**config.mk**
```make
export PLATFORM = sky130hd
export DESIGN_NAME = picoPortIf
export DESIGN_NICKNAME = d
export VERILOG_FILES = /design/src/verilog/picoPortPkg.sv /design/src/verilog/picoPortIf.sv /design/src/verilog/readPort.sv /design/src/verilog/linkEvents.sv /design/src/verilog/boardAccess.sv /design/src/verilog/portRegs.sv
export VERILOG_INCLUDE_DIRS = /design/src /design/src/include
export SDC_FILE = /design/constraint.sdc
export NUM_CORES = 1
export LEC_CHECK = 0
export BUFFER_PORTS_ARGS = -buffer_cell sky130_fd_sc_hd__buf_4
export CORE_UTILIZATION = 47
export CTS_BUF_LIST = sky130_fd_sc_hd__clkbuf_16
export DETAILED_ROUTE_END_ITERATION = 6
export PLACE_DENSITY = 0.76
export RECOVER_POWER = 25
export REMOVE_ABC_BUFFERS = 1
export SLEW_MARGIN = 20
export SYNTH_ARGS = -nofsm -noshare
export SYNTH_HDL_FRONTEND = slang
export SYNTH_SLANG_ARGS = --single-unit
```
**constraint.sdc**
```tcl
create_clock -name clk -period 1.8 [get_ports clk]
set_input_delay 0.36 -clock clk [delete_from_list [all_inputs] [get_ports clk]]
set_output_delay 0.36 -clock clk [all_outputs]
set_load 0.02 [all_outputs]
```
**src/include/picoPort_defines.svh**
```systemverilog
`ifndef PICOPORT_DEFINES_SVH
`define PICOPORT_DEFINES_SVH

// bus and field widths
`define PP_DATA_W 8   // port id and data byte
`define PP_CELL_W 2   // board cell code
`define PP_LED_W 16
`define PP_BTN_W 5
`define PP_SW_W 16

////////////////////
// port map, low bank
`define PA_PBTNS      8'h00  // (in) buttons
`define PA_SLSWTCH    8'h01  // (in) switches 7:0
`define PA_LEDS       8'h02  // (out) leds 7:0
`define PA_OOB        8'h08  // (out) out-of-bounds byte
`define PA_STATUS     8'h09  // (in) link status bits
`define PA_READ_ADDR  8'h0A  // (out) board read address
`define PA_WRITE_ADDR 8'h0B  // (out) board write address, fires writeEn
`define PA_VALID_FLAG 8'h0C  // (in) placement check result

////////////////////
// port map, high bank
`define PA_PBTNS_ALT   8'h10  // (in) buttons, alias
`define PA_SLSWTCH1508 8'h11  // (in) switches 15:8
`define PA_LEDS1508    8'h12  // (out) leds 15:8
`define PA_RAM_SELECT  8'h13  // (out) bit 0 picks the them board
`define PA_RAM_W_VAL   8'h18  // (out) cell value to write
`define PA_DATA_RX     8'h19  // (in) byte from the other board
`define PA_DATA_TX     8'h1E  // (out) byte to the other board
`define PA_DATA_RAM    8'h1F  // (in) cell read back from selected board

// flag values
`define OUT_OF_BOUNDS 8'hFF
`define VALID_FLAG    8'h01
`define INVALID_FLAG  8'h00

`endif
```
**src/verilog/picoPortPkg.sv**
```systemverilog
`include "picoPort_defines.svh"

package picoPortPkg;

  // board cell code: 0 empty, 1 ship, 2 hit, 3 miss
  typedef logic [`PP_CELL_W-1:0] cellT;

  // processor output side, sampled by every block
  typedef struct packed {
    logic [`PP_DATA_W-1:0] portId;   // port address
    logic [`PP_DATA_W-1:0] outData;  // write data
    logic                  writeStrobe;
  } portBusT;

  // configuration registers as seen by the other blocks
  typedef struct packed {
    logic [`PP_LED_W-1:0]  leds;
    logic                  selectThem;  // 0 = us board, 1 = them board
    logic [`PP_DATA_W-1:0] oob;         // OUT_OF_BOUNDS marks a bad position
    logic [`PP_DATA_W-1:0] txData;      // byte for the link
  } panelCfgT;

  // one board RAM access port
  typedef struct packed {
    logic [`PP_DATA_W-1:0] readAddr;
    logic [`PP_DATA_W-1:0] writeAddr;
    logic                  writeEn;     // single cycle pulse
    cellT                  writeValue;
  } boardPortT;

endpackage

```
**src/verilog/picoPortIf.sv**
```systemverilog
`timescale 1ns/1ps
`include "picoPort_defines.svh"

module picoPortIf (
  input  logic                   clk,
  input  logic                   arstN,
  input  picoPortPkg::portBusT   bus,
  output logic [`PP_DATA_W-1:0]  inPort,
  input  logic [`PP_BTN_W-1:0]   btns,
  input  logic [`PP_SW_W-1:0]    sw,
  input  logic                   connEst,
  input  logic                   rxReady,
  input  logic [`PP_DATA_W-1:0]  rxData,
  input  logic                   txReady,
  output logic [`PP_DATA_W-1:0]  txData,
  output logic                   txValid,
  input  logic                   intRequest,
  input  logic                   interruptAck,
  output logic                   interrupt,
  output logic [`PP_LED_W-1:0]   leds,
  output picoPortPkg::boardPortT usBoard,
  output picoPortPkg::boardPortT themBoard,
  input  picoPortPkg::cellT      usReadValue,
  input  picoPortPkg::cellT      themReadValue
);

  picoPortPkg::panelCfgT cfg;  // config registers, shared

  portRegs u_portRegs (
    .clk(clk), .arstN(arstN), .bus(bus), .txBusy(txValid), .cfg(cfg)
  );

  boardAccess u_boardAccess (
    .clk(clk), .arstN(arstN), .bus(bus), .selectThem(cfg.selectThem),
    .usBoard(usBoard), .themBoard(themBoard)
  );

  linkEvents u_linkEvents (
    .clk(clk), .arstN(arstN), .bus(bus), .txReady(txReady), .txValid(txValid),
    .intRequest(intRequest), .interruptAck(interruptAck), .interrupt(interrupt)
  );

  readPort u_readPort (
    .clk(clk), .arstN(arstN), .portId(bus.portId), .cfg(cfg),
    .usBoard(usBoard), .themBoard(themBoard),
    .usReadValue(usReadValue), .themReadValue(themReadValue),
    .btns(btns), .sw(sw), .connEst(connEst), .rxReady(rxReady),
    .rxData(rxData), .txValid(txValid), .inPort(inPort)
  );

  assign txData = cfg.txData;  // link byte
  assign leds   = cfg.leds;

endmodule

```
**src/verilog/readPort.sv**
```systemverilog
`timescale 1ns/1ps
`include "picoPort_defines.svh"

module readPort (
  input  logic                   clk,
  input  logic                   arstN,
  input  logic [`PP_DATA_W-1:0]  portId,
  input  picoPortPkg::panelCfgT  cfg,
  input  picoPortPkg::boardPortT usBoard,
  input  picoPortPkg::boardPortT themBoard,
  input  picoPortPkg::cellT      usReadValue,
  input  picoPortPkg::cellT      themReadValue,
  input  logic [`PP_BTN_W-1:0]   btns,
  input  logic [`PP_SW_W-1:0]    sw,
  input  logic                   connEst,
  input  logic                   rxReady,
  input  logic [`PP_DATA_W-1:0]  rxData,
  input  logic                   txValid,
  output logic [`PP_DATA_W-1:0]  inPort
);

  picoPortPkg::boardPortT selBoard;  // board named by select
  picoPortPkg::cellT      selValue;
  logic [`PP_DATA_W-1:0]  acc;       // running sum of us cells
  logic [`PP_DATA_W:0]    accSum;    // one spare bit for overflow
  logic                   clrPend;   // flag read seen, clear next
  logic [`PP_DATA_W-1:0]  validByte;

  assign selBoard = cfg.selectThem ? themBoard : usBoard;
  assign selValue = cfg.selectThem ? themReadValue : usReadValue;

  ////////////////////
  // placement check
  assign accSum    = {1'b0, acc} + {{(`PP_DATA_W + 1 - `PP_CELL_W){1'b0}}, usReadValue};
  assign validByte = ((cfg.oob != `OUT_OF_BOUNDS) && (acc == '0)) ?
                     `VALID_FLAG : `INVALID_FLAG;

  always_ff @(posedge clk or negedge arstN) begin
    if (!arstN) begin
      acc     <= '0;
      clrPend <= 1'b0;
    end else begin
      clrPend <= (portId == `PA_VALID_FLAG);
      if (clrPend) acc <= '0;                           // one edge after the read
      else if (accSum[`PP_DATA_W]) acc <= '1;           // saturate at 255
      else acc <= accSum[`PP_DATA_W-1:0];
    end
  end

  ////////////////////
  // registered read mux
  always_ff @(posedge clk or negedge arstN) begin
    if (!arstN) begin
      inPort <= '0;
    end else begin
      case (portId)
        `PA_PBTNS, `PA_PBTNS_ALT: inPort <= {{(`PP_DATA_W - `PP_BTN_W){1'b0}}, btns};
        `PA_SLSWTCH:     inPort <= sw[7:0];
        `PA_SLSWTCH1508: inPort <= sw[15:8];
        `PA_LEDS:        inPort <= cfg.leds[7:0];
        `PA_LEDS1508:    inPort <= cfg.leds[15:8];
        `PA_OOB:         inPort <= cfg.oob;
        `PA_STATUS:      inPort <= {connEst, rxReady, txValid, 5'b00000};  // bits 7..5
        `PA_READ_ADDR:   inPort <= selBoard.readAddr;
        `PA_WRITE_ADDR:  inPort <= selBoard.writeAddr;
        `PA_VALID_FLAG:  inPort <= validByte;
        `PA_RAM_SELECT:  inPort <= {{(`PP_DATA_W - 1){1'b0}}, cfg.selectThem};
        `PA_RAM_W_VAL:   inPort <= {{(`PP_DATA_W - `PP_CELL_W){1'b0}}, selBoard.writeValue};
        `PA_DATA_RX:     inPort <= rxData;
        `PA_DATA_TX:     inPort <= cfg.txData;  // last byte loaded
        `PA_DATA_RAM:    inPort <= {{(`PP_DATA_W - `PP_CELL_W){1'b0}}, selValue};
        default:         inPort <= '0;          // unmapped
      endcase
    end
  end

endmodule

```
**src/verilog/linkEvents.sv**
```systemverilog
`timescale 1ns/1ps
`include "picoPort_defines.svh"

module linkEvents (
  input  logic                 clk,
  input  logic                 arstN,
  input  picoPortPkg::portBusT bus,
  input  logic                 txReady,       // link takes the byte
  output logic                 txValid,
  input  logic                 intRequest,
  input  logic                 interruptAck,  // from the processor
  output logic                 interrupt
);

  logic txWrite;

  assign txWrite = bus.writeStrobe && (bus.portId == `PA_DATA_TX);

  ////////////////////
  // transmit handshake
  always_ff @(posedge clk or negedge arstN) begin
    if (!arstN) begin
      txValid <= 1'b0;
    end else if (txValid) begin
      if (txReady) txValid <= 1'b0;  // accepted on this edge
    end else if (txWrite) begin
      txValid <= 1'b1;  // txData loads on the same edge
    end
  end

  ////////////////////
  // closed loop interrupt, ack has priority
  always_ff @(posedge clk or negedge arstN) begin
    if (!arstN) begin
      interrupt <= 1'b0;
    end else if (interruptAck) begin
      interrupt <= 1'b0;
    end else if (intRequest) begin
      interrupt <= 1'b1;
    end
  end

endmodule

```
**src/verilog/boardAccess.sv**
```systemverilog
`timescale 1ns/1ps
`include "picoPort_defines.svh"

module boardAccess (
  input  logic                   clk,
  input  logic                   arstN,
  input  picoPortPkg::portBusT   bus,
  input  logic                   selectThem,  // steers writes to one board
  output picoPortPkg::boardPortT usBoard,
  output picoPortPkg::boardPortT themBoard
);

  // index 0 is the us board, index 1 the them board
  picoPortPkg::boardPortT brd [0:1];

  logic wrReadAddr;
  logic wrWriteAddr;
  logic wrValue;

  // strobed write qualifiers
  assign wrReadAddr  = bus.writeStrobe && (bus.portId == `PA_READ_ADDR);
  assign wrWriteAddr = bus.writeStrobe && (bus.portId == `PA_WRITE_ADDR);
  assign wrValue     = bus.writeStrobe && (bus.portId == `PA_RAM_W_VAL);

  ////////////////////
  // per board registers
  always_ff @(posedge clk or negedge arstN) begin
    if (!arstN) begin
      brd[0] <= '0;
      brd[1] <= '0;
    end else begin
      // enable is a pulse, dropped unless re-armed below
      brd[0].writeEn <= 1'b0;
      brd[1].writeEn <= 1'b0;

      if (wrReadAddr) begin
        brd[selectThem].readAddr <= bus.outData;
      end

      // value goes in first, address second
      if (wrValue) begin
        brd[selectThem].writeValue <= bus.outData[`PP_CELL_W-1:0];
      end

      if (wrWriteAddr) begin
        brd[selectThem].writeAddr <= bus.outData;
        brd[selectThem].writeEn   <= 1'b1;  // RAM writes on the next edge
      end
    end
  end

  assign usBoard   = brd[0];
  assign themBoard = brd[1];

endmodule

```
**src/verilog/portRegs.sv**
```systemverilog
`timescale 1ns/1ps
`include "picoPort_defines.svh"

module portRegs (
  input  logic                  clk,
  input  logic                  arstN,
  input  picoPortPkg::portBusT  bus,
  input  logic                  txBusy,   // link still owns txData
  output picoPortPkg::panelCfgT cfg
);

  logic [`PP_DATA_W-1:0] ledsLo;  // leds 7:0
  logic [`PP_DATA_W-1:0] ledsHi;  // leds 15:8
  logic                  selectThem;
  logic [`PP_DATA_W-1:0] oob;
  logic [`PP_DATA_W-1:0] txData;

  ////////////////////
  // strobed write decode
  always_ff @(posedge clk or negedge arstN) begin
    if (!arstN) begin
      ledsLo     <= '0;
      ledsHi     <= '0;
      selectThem <= 1'b0;  // us board after reset
      oob        <= '0;
      txData     <= '0;
    end else if (bus.writeStrobe) begin
      case (bus.portId)
        `PA_LEDS: begin
          ledsLo <= bus.outData;
        end
        `PA_LEDS1508: begin
          ledsHi <= bus.outData;
        end
        `PA_RAM_SELECT: begin
          selectThem <= bus.outData[0];  // only bit 0 is kept
        end
        `PA_OOB: begin
          oob <= bus.outData;
        end
        `PA_DATA_TX: begin
          // held stable for the whole handshake
          if (!txBusy) begin
            txData <= bus.outData;
          end
        end
        default: begin
          // inputs and board ports are handled elsewhere
        end
      endcase
    end
  end

  ////////////////////
  // pack for the other blocks
  always_comb begin
    cfg            = '0;
    cfg.leds       = {ledsHi, ledsLo};
    cfg.selectThem = selectThem;
    cfg.oob        = oob;
    cfg.txData     = txData;
  end

endmodule

```
# == Word-level counts from Yosys, hierarchy flattened ==
# Index checks and enable logic that the tools add are counted.
# classes
bitwise,2
reduce_logical,15
muxes,26
order_cmp,2
n_addsub,1
n_eq_ne,16
# op_table
op,n
38-bit bitwise mux,4
8-bit one-hot mux with 15 select lines,1
38-bit two-way mux,3
19-bit demux with 1-bit select,4
8-bit by 5-bit == test with 1-bit output (second input constant),8
8-bit by 4-bit == test with 1-bit output (second input constant),5
19-bit two-way mux,2
8-bit logical NOT,2
8-bit two-way mux,2
11-bit two-way mux,1
8-bit by 2-bit adder with 9-bit output,1
8-bit by 1-bit == test with 1-bit output (second input constant),1
8-bit by 2-bit == test with 1-bit output (second input constant),1
8-bit inequality test (second input constant),1
2-bit AND reduction,4
1-bit logical AND,6
1-bit two-way mux,6
2-bit two-way mux,2
3-bit two-way mux,1
3-bit AND reduction,1
2-bit >= comparator (second input constant),1
2-bit by 1-bit less-than comparator with 1-bit output (second input constant),1
1-bit NOT with 2-bit output,1
2-bit nonzero test,1
2 further kinds,2
# totals
ff_bits,90
wordCells,80

# == Longest topological paths before layout ==
# Gate-level depths: netlist of the first run.
# depth
depth_word,12
ltp_mapped,8

# == By module ==
# From an unflattened synthesis of the first run, not the netlist that was laid out.
# unflattened
hier_cells,387
hier_area_um2,4740.8
# modules_own_cells
mod,cells_each,n_inst,seq_area_each_um2,area_each_um2
readPort,205,1,425.4,1771.7
boardAccess,94,1,950.9,1522.7
portRegs,79,1,825.8,1340.0
linkEvents,9,1,50.0,106.4

# == Worst setup path before layout of the first run ==
# Ideal clock, no wire load.
# synth_path
path_kind,input-to-reg
start,input bus[11] in the netlist's numbering
end,register u_portRegs.ledsHi[2]
slack_ns,-0.166
path_stages,6
path_buffers,2
t_arrival_ns,1.841
required_ns,1.675
cell_sequence,or4_1 -> clkbuf_1 -> nor2_4 -> and3_1 -> buf_4 -> mux2_2
# synth_via
elab_chain_len,2
# synth_lines
item,line,rtl
"start, declared",picoPortIf.sv:7,"input picoPortPkg::portBusT bus,"
8-bit by 5-bit == test with 1-bit output,portRegs.sv:28,case (bus.portId)
2-bit AND reduction (no line),-,
"end signal, assigned",portRegs.sv:33,ledsHi <= bus.outData;
"end, declared",portRegs.sv:13,logic [`PP_DATA_W-1:0] ledsHi;
# No other way between the ends.
# A chain may end at the register's enable or synchronous reset.

# == Worst setup path after layout of the first run ==
# layout_path
start,input bus[11] in the netlist's numbering
end,"register u_boardAccess.brd, in the netlist u_boardAccess.themBoard[6]"
# layout_via
elab_chain_len,8
word_cells_on_any_way,12
classes_between,3 x eq/ne; 6 x mux; 3 x reduce/logical
# layout_lines
item,line,rtl
8-bit by 4-bit == test with 1-bit output,-,
1-bit logical AND,boardAccess.sv:21,assign wrReadAddr = bus.writeStrobe && (bus.portId == `PA_READ_ADDR);
38-bit two-way mux,boardAccess.sv:36,if (wrReadAddr) begin
38-bit bitwise mux,boardAccess.sv:42,brd[selectThem].writeValue <= bus.outData[`PP_CELL_W-1:0];
38-bit two-way mux,boardAccess.sv:41,if (wrValue) begin
38-bit bitwise mux,boardAccess.sv:46,brd[selectThem].writeAddr <= bus.outData;
38-bit bitwise mux,boardAccess.sv:47,brd[selectThem].writeEn <= 1'b1;
38-bit two-way mux (*),boardAccess.sv:45,if (wrWriteAddr) begin
"end, declared",boardAccess.sv:14,picoPortPkg::boardPortT brd [0:1];
# Mark *: on every way between the ends. The rest lies on a longest branch, timed or not.

==> flow_summary.yaml, run 1 <==
cts:
  cts_buffers: 9
  clkTransAtPathRegs_ns: 0.07
  clock-sinks: 90
  clock_latency_ns: 0.34
  htreeDepth: 3
  ctsLongestPathBuffers: 2
  cts_tree: "yes"
  cts_root_buf: "clkbuf_16"
  cts_hold_buffers: 0
timing:
  finClkSkew_ns: 0.006747
  fin_ws_ns: -0.007129
  maxSlewViolCount: 0
  fin_crit_sh_pct: 100.4
  period_needed_ns: 1.807
  worstMarginPinSlew_ns: 1.240
  slew_headroom_pct: 17.31
  hold_viol: 0
  whs_ns: 0.1623
  max_freq_mhz: 553.4
  final-setup-viol-count: 3
yosys:
  synth.top_cells.by_count: "90 x dfrtp_1, 75 x mux2_2, 25 x buf_4"
  yosysSeqAreaShare_pct: 48.77
  yosysTopAreaCell: "dfrtp_1"
  synth_edf_count: 0
  netlist_instances: 392
  yosysTopAreaCellShare_pct: 48.77
  async_reset_ff_share_pct: 100.0
  synth_area_per_cell_um2: 11.78
  yosys_register_bits: 90
  ys.flop_type: "dfrtp_1"
  syn_area_um2: 4618
  yosys.cell_types.count: 55
  ys_warn_count: 0
  synth.area.top_cells: "dfrtp_1 49%, mux2_2 18%, buf_4 4.1%"
  yosysMostFrequentCell: "dfrtp_1"
layout:
  fin_nets: 611
  regArea_um2: 2252
  drive_gt1_share_pct: 54.14
  multiInputGateArea_um2: 2146
  antennaDiodeCount: 0
  n_fill_cell: 745
  fin_area_um2: 6344
  final_cells: 685
  syn2layout_area_growth_pct: 37.36
power_and_ir_drop:
  ir_worst_vdd_v: 0.0005024
  powerDensity_nw_per_um2: 819.6
  leakagePower_uw: 0.003196
critical_path:
  crit_path_start: "bus[11]"
  crit_fanout: 5
  r2r-start: "u_readPort.acc[0]"
  endpoint_kind: "flop"
  crit_required_ns: 2.02
  cp.arrival_ns: 2.03
  path_class: "input port to flop"
  start_kind: "input port"
job:
  maxCapViolCount: 0
global_routing:
  grt_pass1_vias: 3936
  grt_max_degree: 91
  grt_overflow: 0
  antenna_found_initial: 0
  grt_pass1_wl_mm: 21.58
  grt_use_total_pct: 28.85
place:
  gp_congestion: 0.9647
  hpwl_mm: 10.50
  placed_cell_area_um2: 5958
  dp_cells: 667
  port_buffers: 128
drt:
  dr.first_iter.drc_count: 284
  drt_pass1_iterations: 5
  postRouteAntennaNets: 0
  drc: 0
  routed_wl_mm: 14.47
  avgRoutedWirePerCell_um: 21.12
  vias_per_cell: 5.797
  vias: 3971
hold_path:
  hp-class: "input port to flop"
  min_from: "interruptAck"
floorplan:
  row_count: 35
  die_w_um: 101.1
  design.die.area_um2: 10230
  io_pins: 129
  die_h_um: 101.1
  coreArea_um2: 9371
  initial_core_util_pct: 49.28
outcome:
  violations: "setup timing"
  status: "finished with violations"
[worst max-delay path, stage by stage]
cell and delay (ns):
buf_4 0.13, or4b_4 0.58, nor3_4 0.16, and3_4 0.26
nand3_2 0.21, mux2_2 0.33
[cell usage in the layout (no fill, tap or decap), drive strengths merged, types with 3 or more instances in the layout]
cell type / n
nor2b: 4
nor2: 21
a21oi: 9
a22oi: 12
a22o: 4
buf: 187
nand4: 6
nand2b: 6
and3: 6
nor4: 4
mux2: 75
nand3: 15
dfrtp: 90
mux2i: 16
and3b: 3
o21ai: 7
o211ai: 4
nor3: 7
a211oi: 3
clkbuf: 11
inv: 11
nand2: 13
[stage by stage]
step	utilization, %	setup slack (ns)	power (uW)	setup TNS [ns]
6_report	67.69	-0.007129	5199	-0.01867
5_1_grt	67.69	-0.005169	5405	-0.005169
4_1_cts	67.14	0.004991	5192	0
3_5_place_dp	63.58	-0.4563	3201	-15.82
3_3_place_gp	63.58	-0.3785	3161	-13.77
2_1_floorplan	-	-0.2875	2734	-7.269
[power breakdown]
| part | leakage, uW | internal (uW) | switching, uW |
|---|---|---|---|
| combinational | 0.00181 | 435 | 442 |
| clock | 0.000157 | 1220 | 782 |
| sequential | 0.00123 | 2170 | 153 |
| total | 0.00320 | 3820 | 1380 |
[final cells by class]
class	instances	area share [%]
Inverter	9	0.5325
Tap cell	129	2.544
Timing Repair Buffer	189	22.56
Multi-Input combinational cell	252	33.83
Clock buffer	9	3.550
Clock inverter	7	1.479
Sequential cell	90	35.50
[final timing paths]
| path | depth (start not counted) | slack [ns] | endpoint |
|---|---|---|---|
| max | 6 | -0.007 | u_boardAccess.themBoard[6] |
| min | 2 | 0.16 | u_linkEvents.interrupt |
| max reg2reg | 8 | 0.08 | u_readPort.acc[7] |
| min reg2reg | 2 | 0.51 | u_linkEvents.interrupt |
| max in group asynchronous | 2 | 0.59 | u_boardAccess.themBoard[18] |
| min in group asynchronous | 2 | 0.39 | u_readPort.acc[7] |
[state kept, by name, summed over array words and instances (netlist names)]
name / cells
u_boardAccess.themBoard: 19
u_boardAccess.usBoard: 19
u_portRegs.ledsHi: 8
u_portRegs.ledsLo: 8
u_portRegs.oob: 8
u_portRegs.txData: 8
u_readPort.acc: 8
u_readPort.inPort: 8
u_linkEvents.interrupt: 1
u_linkEvents.txValid: 1
u_portRegs.selectThem: 1
u_readPort.clrPend: 1
[metal layers]
layer,GRT usage (%),wire (um),vias to the layer above,share of wire (%)
li1,-,-,1758,-
met1,39.88,6006,1982,42
met2,46.00,6894,200,48
met3,5.270,1200,31,8.3
met4,9.810,363,0,2.5
met5,0,0,-,0
[cell families after synthesis]
logic type | after synthesis | share of synthesized area (%)
buf+inv | 51 | 6.312
xor+xnor | 3 | 0.5691
mux | 92 | 22.24
flops | 90 | 48.77
simple gates | 96 | 12.19
compound gates | 57 | 8.941
fa+ha+maj | 3 | 0.9753
[timing repair]
action                                  4_1_cts  5_1_grt
endpoints found under the setup margin        4       40
pin swaps                                     0        1
buffers inserted                              0        1
resized for setup                             3       13
gates cloned                                  0        1
(Power assumes the default switching activity.)
==> run 2: changes to the inputs <==
--- a/config.mk
+++ b/config.mk
@@ -6,11 +6,12 @@
 export SDC_FILE = /design/constraint.sdc
 export NUM_CORES = 1
 export LEC_CHECK = 0
+export ABC_AREA = 1
 export BUFFER_PORTS_ARGS = -buffer_cell sky130_fd_sc_hd__buf_4
-export CORE_UTILIZATION = 47
+export CORE_UTILIZATION = 48
 export CTS_BUF_LIST = sky130_fd_sc_hd__clkbuf_16
 export DETAILED_ROUTE_END_ITERATION = 6
-export PLACE_DENSITY = 0.76
+export PLACE_DENSITY = 0.77
 export RECOVER_POWER = 25
 export REMOVE_ABC_BUFFERS = 1
 export SLEW_MARGIN = 20
==> flow_summary.yaml, run 2 <==
drt:
  dr.first_iter.drc_count: 314
  vias_per_cell: 5.132
  drt_pass1_iterations: 5
  routed_wl_mm: 13.48
  drc: 0
  avgRoutedWirePerCell_um: 15.13
  vias: 4573
  postRouteAntennaNets: 0
timing:
  period_needed_ns: 1.683
  max_freq_mhz: 594.2
  maxSlewViolCount: 0
  rsz0062_at_grt: "false"
  whs_ns: 0.1565
  final-setup-viol-count: 0
  worstMarginPinSlew_ns: 0.8156
  finClkSkew_ns: 0.005755
  fin_crit_sh_pct: 93.50
  slew_headroom_pct: 45.63
  hold_viol: 0
yosys:
  synth_edf_count: 0
  synth.area.top_cells: "dfrtp_1 46%, nand2_1 17%, nand3_1 5.8%"
  yosys.cell_types.count: 31
  ys_warn_count: 0
  async_reset_ff_share_pct: 100.0
  yosysMostFrequentCell: "nand2_1"
  netlist_instances: 633
  synth_compound_area_share_pct: 10.09
  yosys_register_bits: 90
  synth_top_family_by_area: "simple AND/OR/NAND/NOR gates"
  synth_fa_ha_area_share_pct: 0.9269
  yosysTopAreaCellShare_pct: 46.34
  yosys.area_share.simple_pct: 32.23
  synthMuxAreaShare_pct: 0
  synth.top_cells.by_count: "223 x nand2_1, 90 x dfrtp_1, 56 x nand3_1"
  synth-xor-area-share_pct: 0.1802
  ys.flop_type: "dfrtp_1"
  synth_area_per_cell_um2: 7.677
  syn_area_um2: 4860
  yosysSeqAreaShare_pct: 46.34
  yosysTopAreaCell: "dfrtp_1"
place:
  gp_congestion: 0.9121
  hpwl_mm: 10.15
  port_buffers: 128
floorplan:
  io_pins: 129
  design.die.area_um2: 10530
  die_h_um: 102.6
  initial_core_util_pct: 49.72
  coreArea_um2: 9774
  row_count: 36
  die_w_um: 102.6
cts:
  htreeDepth: 3
  ctsLongestPathBuffers: 2
  clock_latency_ns: 0.35
  cts_buffers: 9
  cts_root_buf: "clkbuf_16"
  clock-sinks: 90
  clkTransAtPathRegs_ns: 0.06
  cts_tree: "yes"
global_routing:
  grt_pass1_wl_mm: 20.91
  grt_use_total_pct: 26.88
  antenna_found_initial: 0
  grt_max_degree: 39
  grt_overflow: 0
  grt_pass1_vias: 4268
layout:
  fin_nets: 813
  antennaDiodeCount: 0
  mostFrequentLayoutCell: "nand2_1"
  syn2layout_area_growth_pct: 26.83
  drive_gt1_share_pct: 27.18
  layout_common_cells: "223 x nand2_1, 145 x buf_4, 90 x dfrtp_1"
critical_path:
  path_class: "flop to flop"
  endpoint_kind: "flop"
  start_kind: "flop"
  r2r_slack_ns: 0.12
  r2r-start: "u_readPort.acc[0]"
  crit_required_ns: 2.09
  crit_fanout: 6
  ff2ff_path_depth: 10
  cp.arrival_ns: 1.97
  rr_endpoint: "u_readPort.acc[5]"
job:
  maxCapViolCount: 0
power_and_ir_drop:
  ir_worst_vdd_v: 0.0004524
  total_power_uw: 5060
  leakagePower_uw: 0.003285
  powerDensity_nw_per_um2: 821.0
hold_path:
  hp-class: "input port to flop"
  worstHoldEndpoint: "u_linkEvents.interrupt"
  min_from: "interruptAck"
  hold_depth: 2
outcome:
  status: "complete, no violations"
run 2: changes by cell type after synthesis, sizes merged, moves of 16 or more:
cell | before | now
nand2 | 13 | 232
mux2 | 75 | 0
o21ai | 7 | 79
nand3 | 14 | 59
inv | 9 | 51
nor2 | 21 | 58
mux2i | 16 | 0
run 2: what timing repair did:
item,CTS,global route
endpoints found under the hold margin,30,0
gates resized for setup,2,4
hold buffers,1,0
pin swaps,0,4
endpoints found under the setup margin,2,8
setup buffers,0,2
run 2: metal layers:
| layer | share of wire, % | GRT usage [%] |
|---|---|---|
| met5 | 0 | 0 |
| met4 | 2.6 | 11.21 |
| met3 | 6.5 | 5.763 |
| met2 | 49 | 43.03 |
| met1 | 42 | 35.48 |
run 2: layout make-up:
cell class,instances,area (um^2)
fillers,897,3611
flip-flops and latches,90,2252
multi-input cells,449,2118
repair buffers,152,1150
clock buffers,9,225.2
inverters,51,191.4
well taps,133,166.4
clock inverters,7,60.06
run 2: through the flow:
stage	cells	setup WS, ns	util, %	instance area [um^2]	setup TNS (ns)
floorplan	590	0.06555	-	4554	0
global placement	872	-0.03480	60.00	5864	-0.07067
detailed placement	872	-0.1422	60.00	5864	-0.6767
CTS	889	0.03309	63.07	6165	0
global route	891	0.02496	63.06	6163	0
finish	891	0.1170	63.06	6163	0
run 2: how the worst max path moves through the flow:
| stage | startpoint | endpoint | slack, ns |
|---|---|---|---|
| 2_1_floorplan | u_portRegs.selectThem | u_boardAccess.usBoard[12] | 0.07 |
| 3_3_place_gp | usReadValue[0] | u_readPort.acc[3] | -0.03 |
| 3_5_place_dp | usReadValue[0] | u_readPort.acc[5] | -0.14 |
| 4_1_cts | u_readPort.acc[0] | u_readPort.acc[5] | 0.03 |
| 5_1_grt | u_readPort.acc[0] | u_readPort.acc[3] | 0.02 |
| 6_report | u_readPort.acc[0] | u_readPort.acc[5] | 0.12 |
run 2: where the power goes:
part | switching, uW | internal [uW] | total [uW]
clock | 781 | 1060 | 1840
combinational | 514 | 385 | 900
sequential | 142 | 2180 | 2320
run 2: worst max-delay path: stages (launching register included):
cell,delay [ns]
dfrtp_1,0.36
ha_2,0.18
inv_1,0.05
fa_2,0.35
inv_1,0.08
nand4_1,0.11
nor2_2,0.17
nand2_2,0.12
o21ai_1,0.10
nand2_1,0.06
inv_1,0.05
run 2: logic make-up after synthesis:
| family | Yosys count |
|---|---|
| AND/OR/NAND/NOR | 360 |
| XOR/XNOR | 1 |
| adder cells (fa/ha/maj) | 3 |
| flip-flops | 90 |
| AO/OA/AOI/OAI | 85 |
| buffers and inverters | 94 |
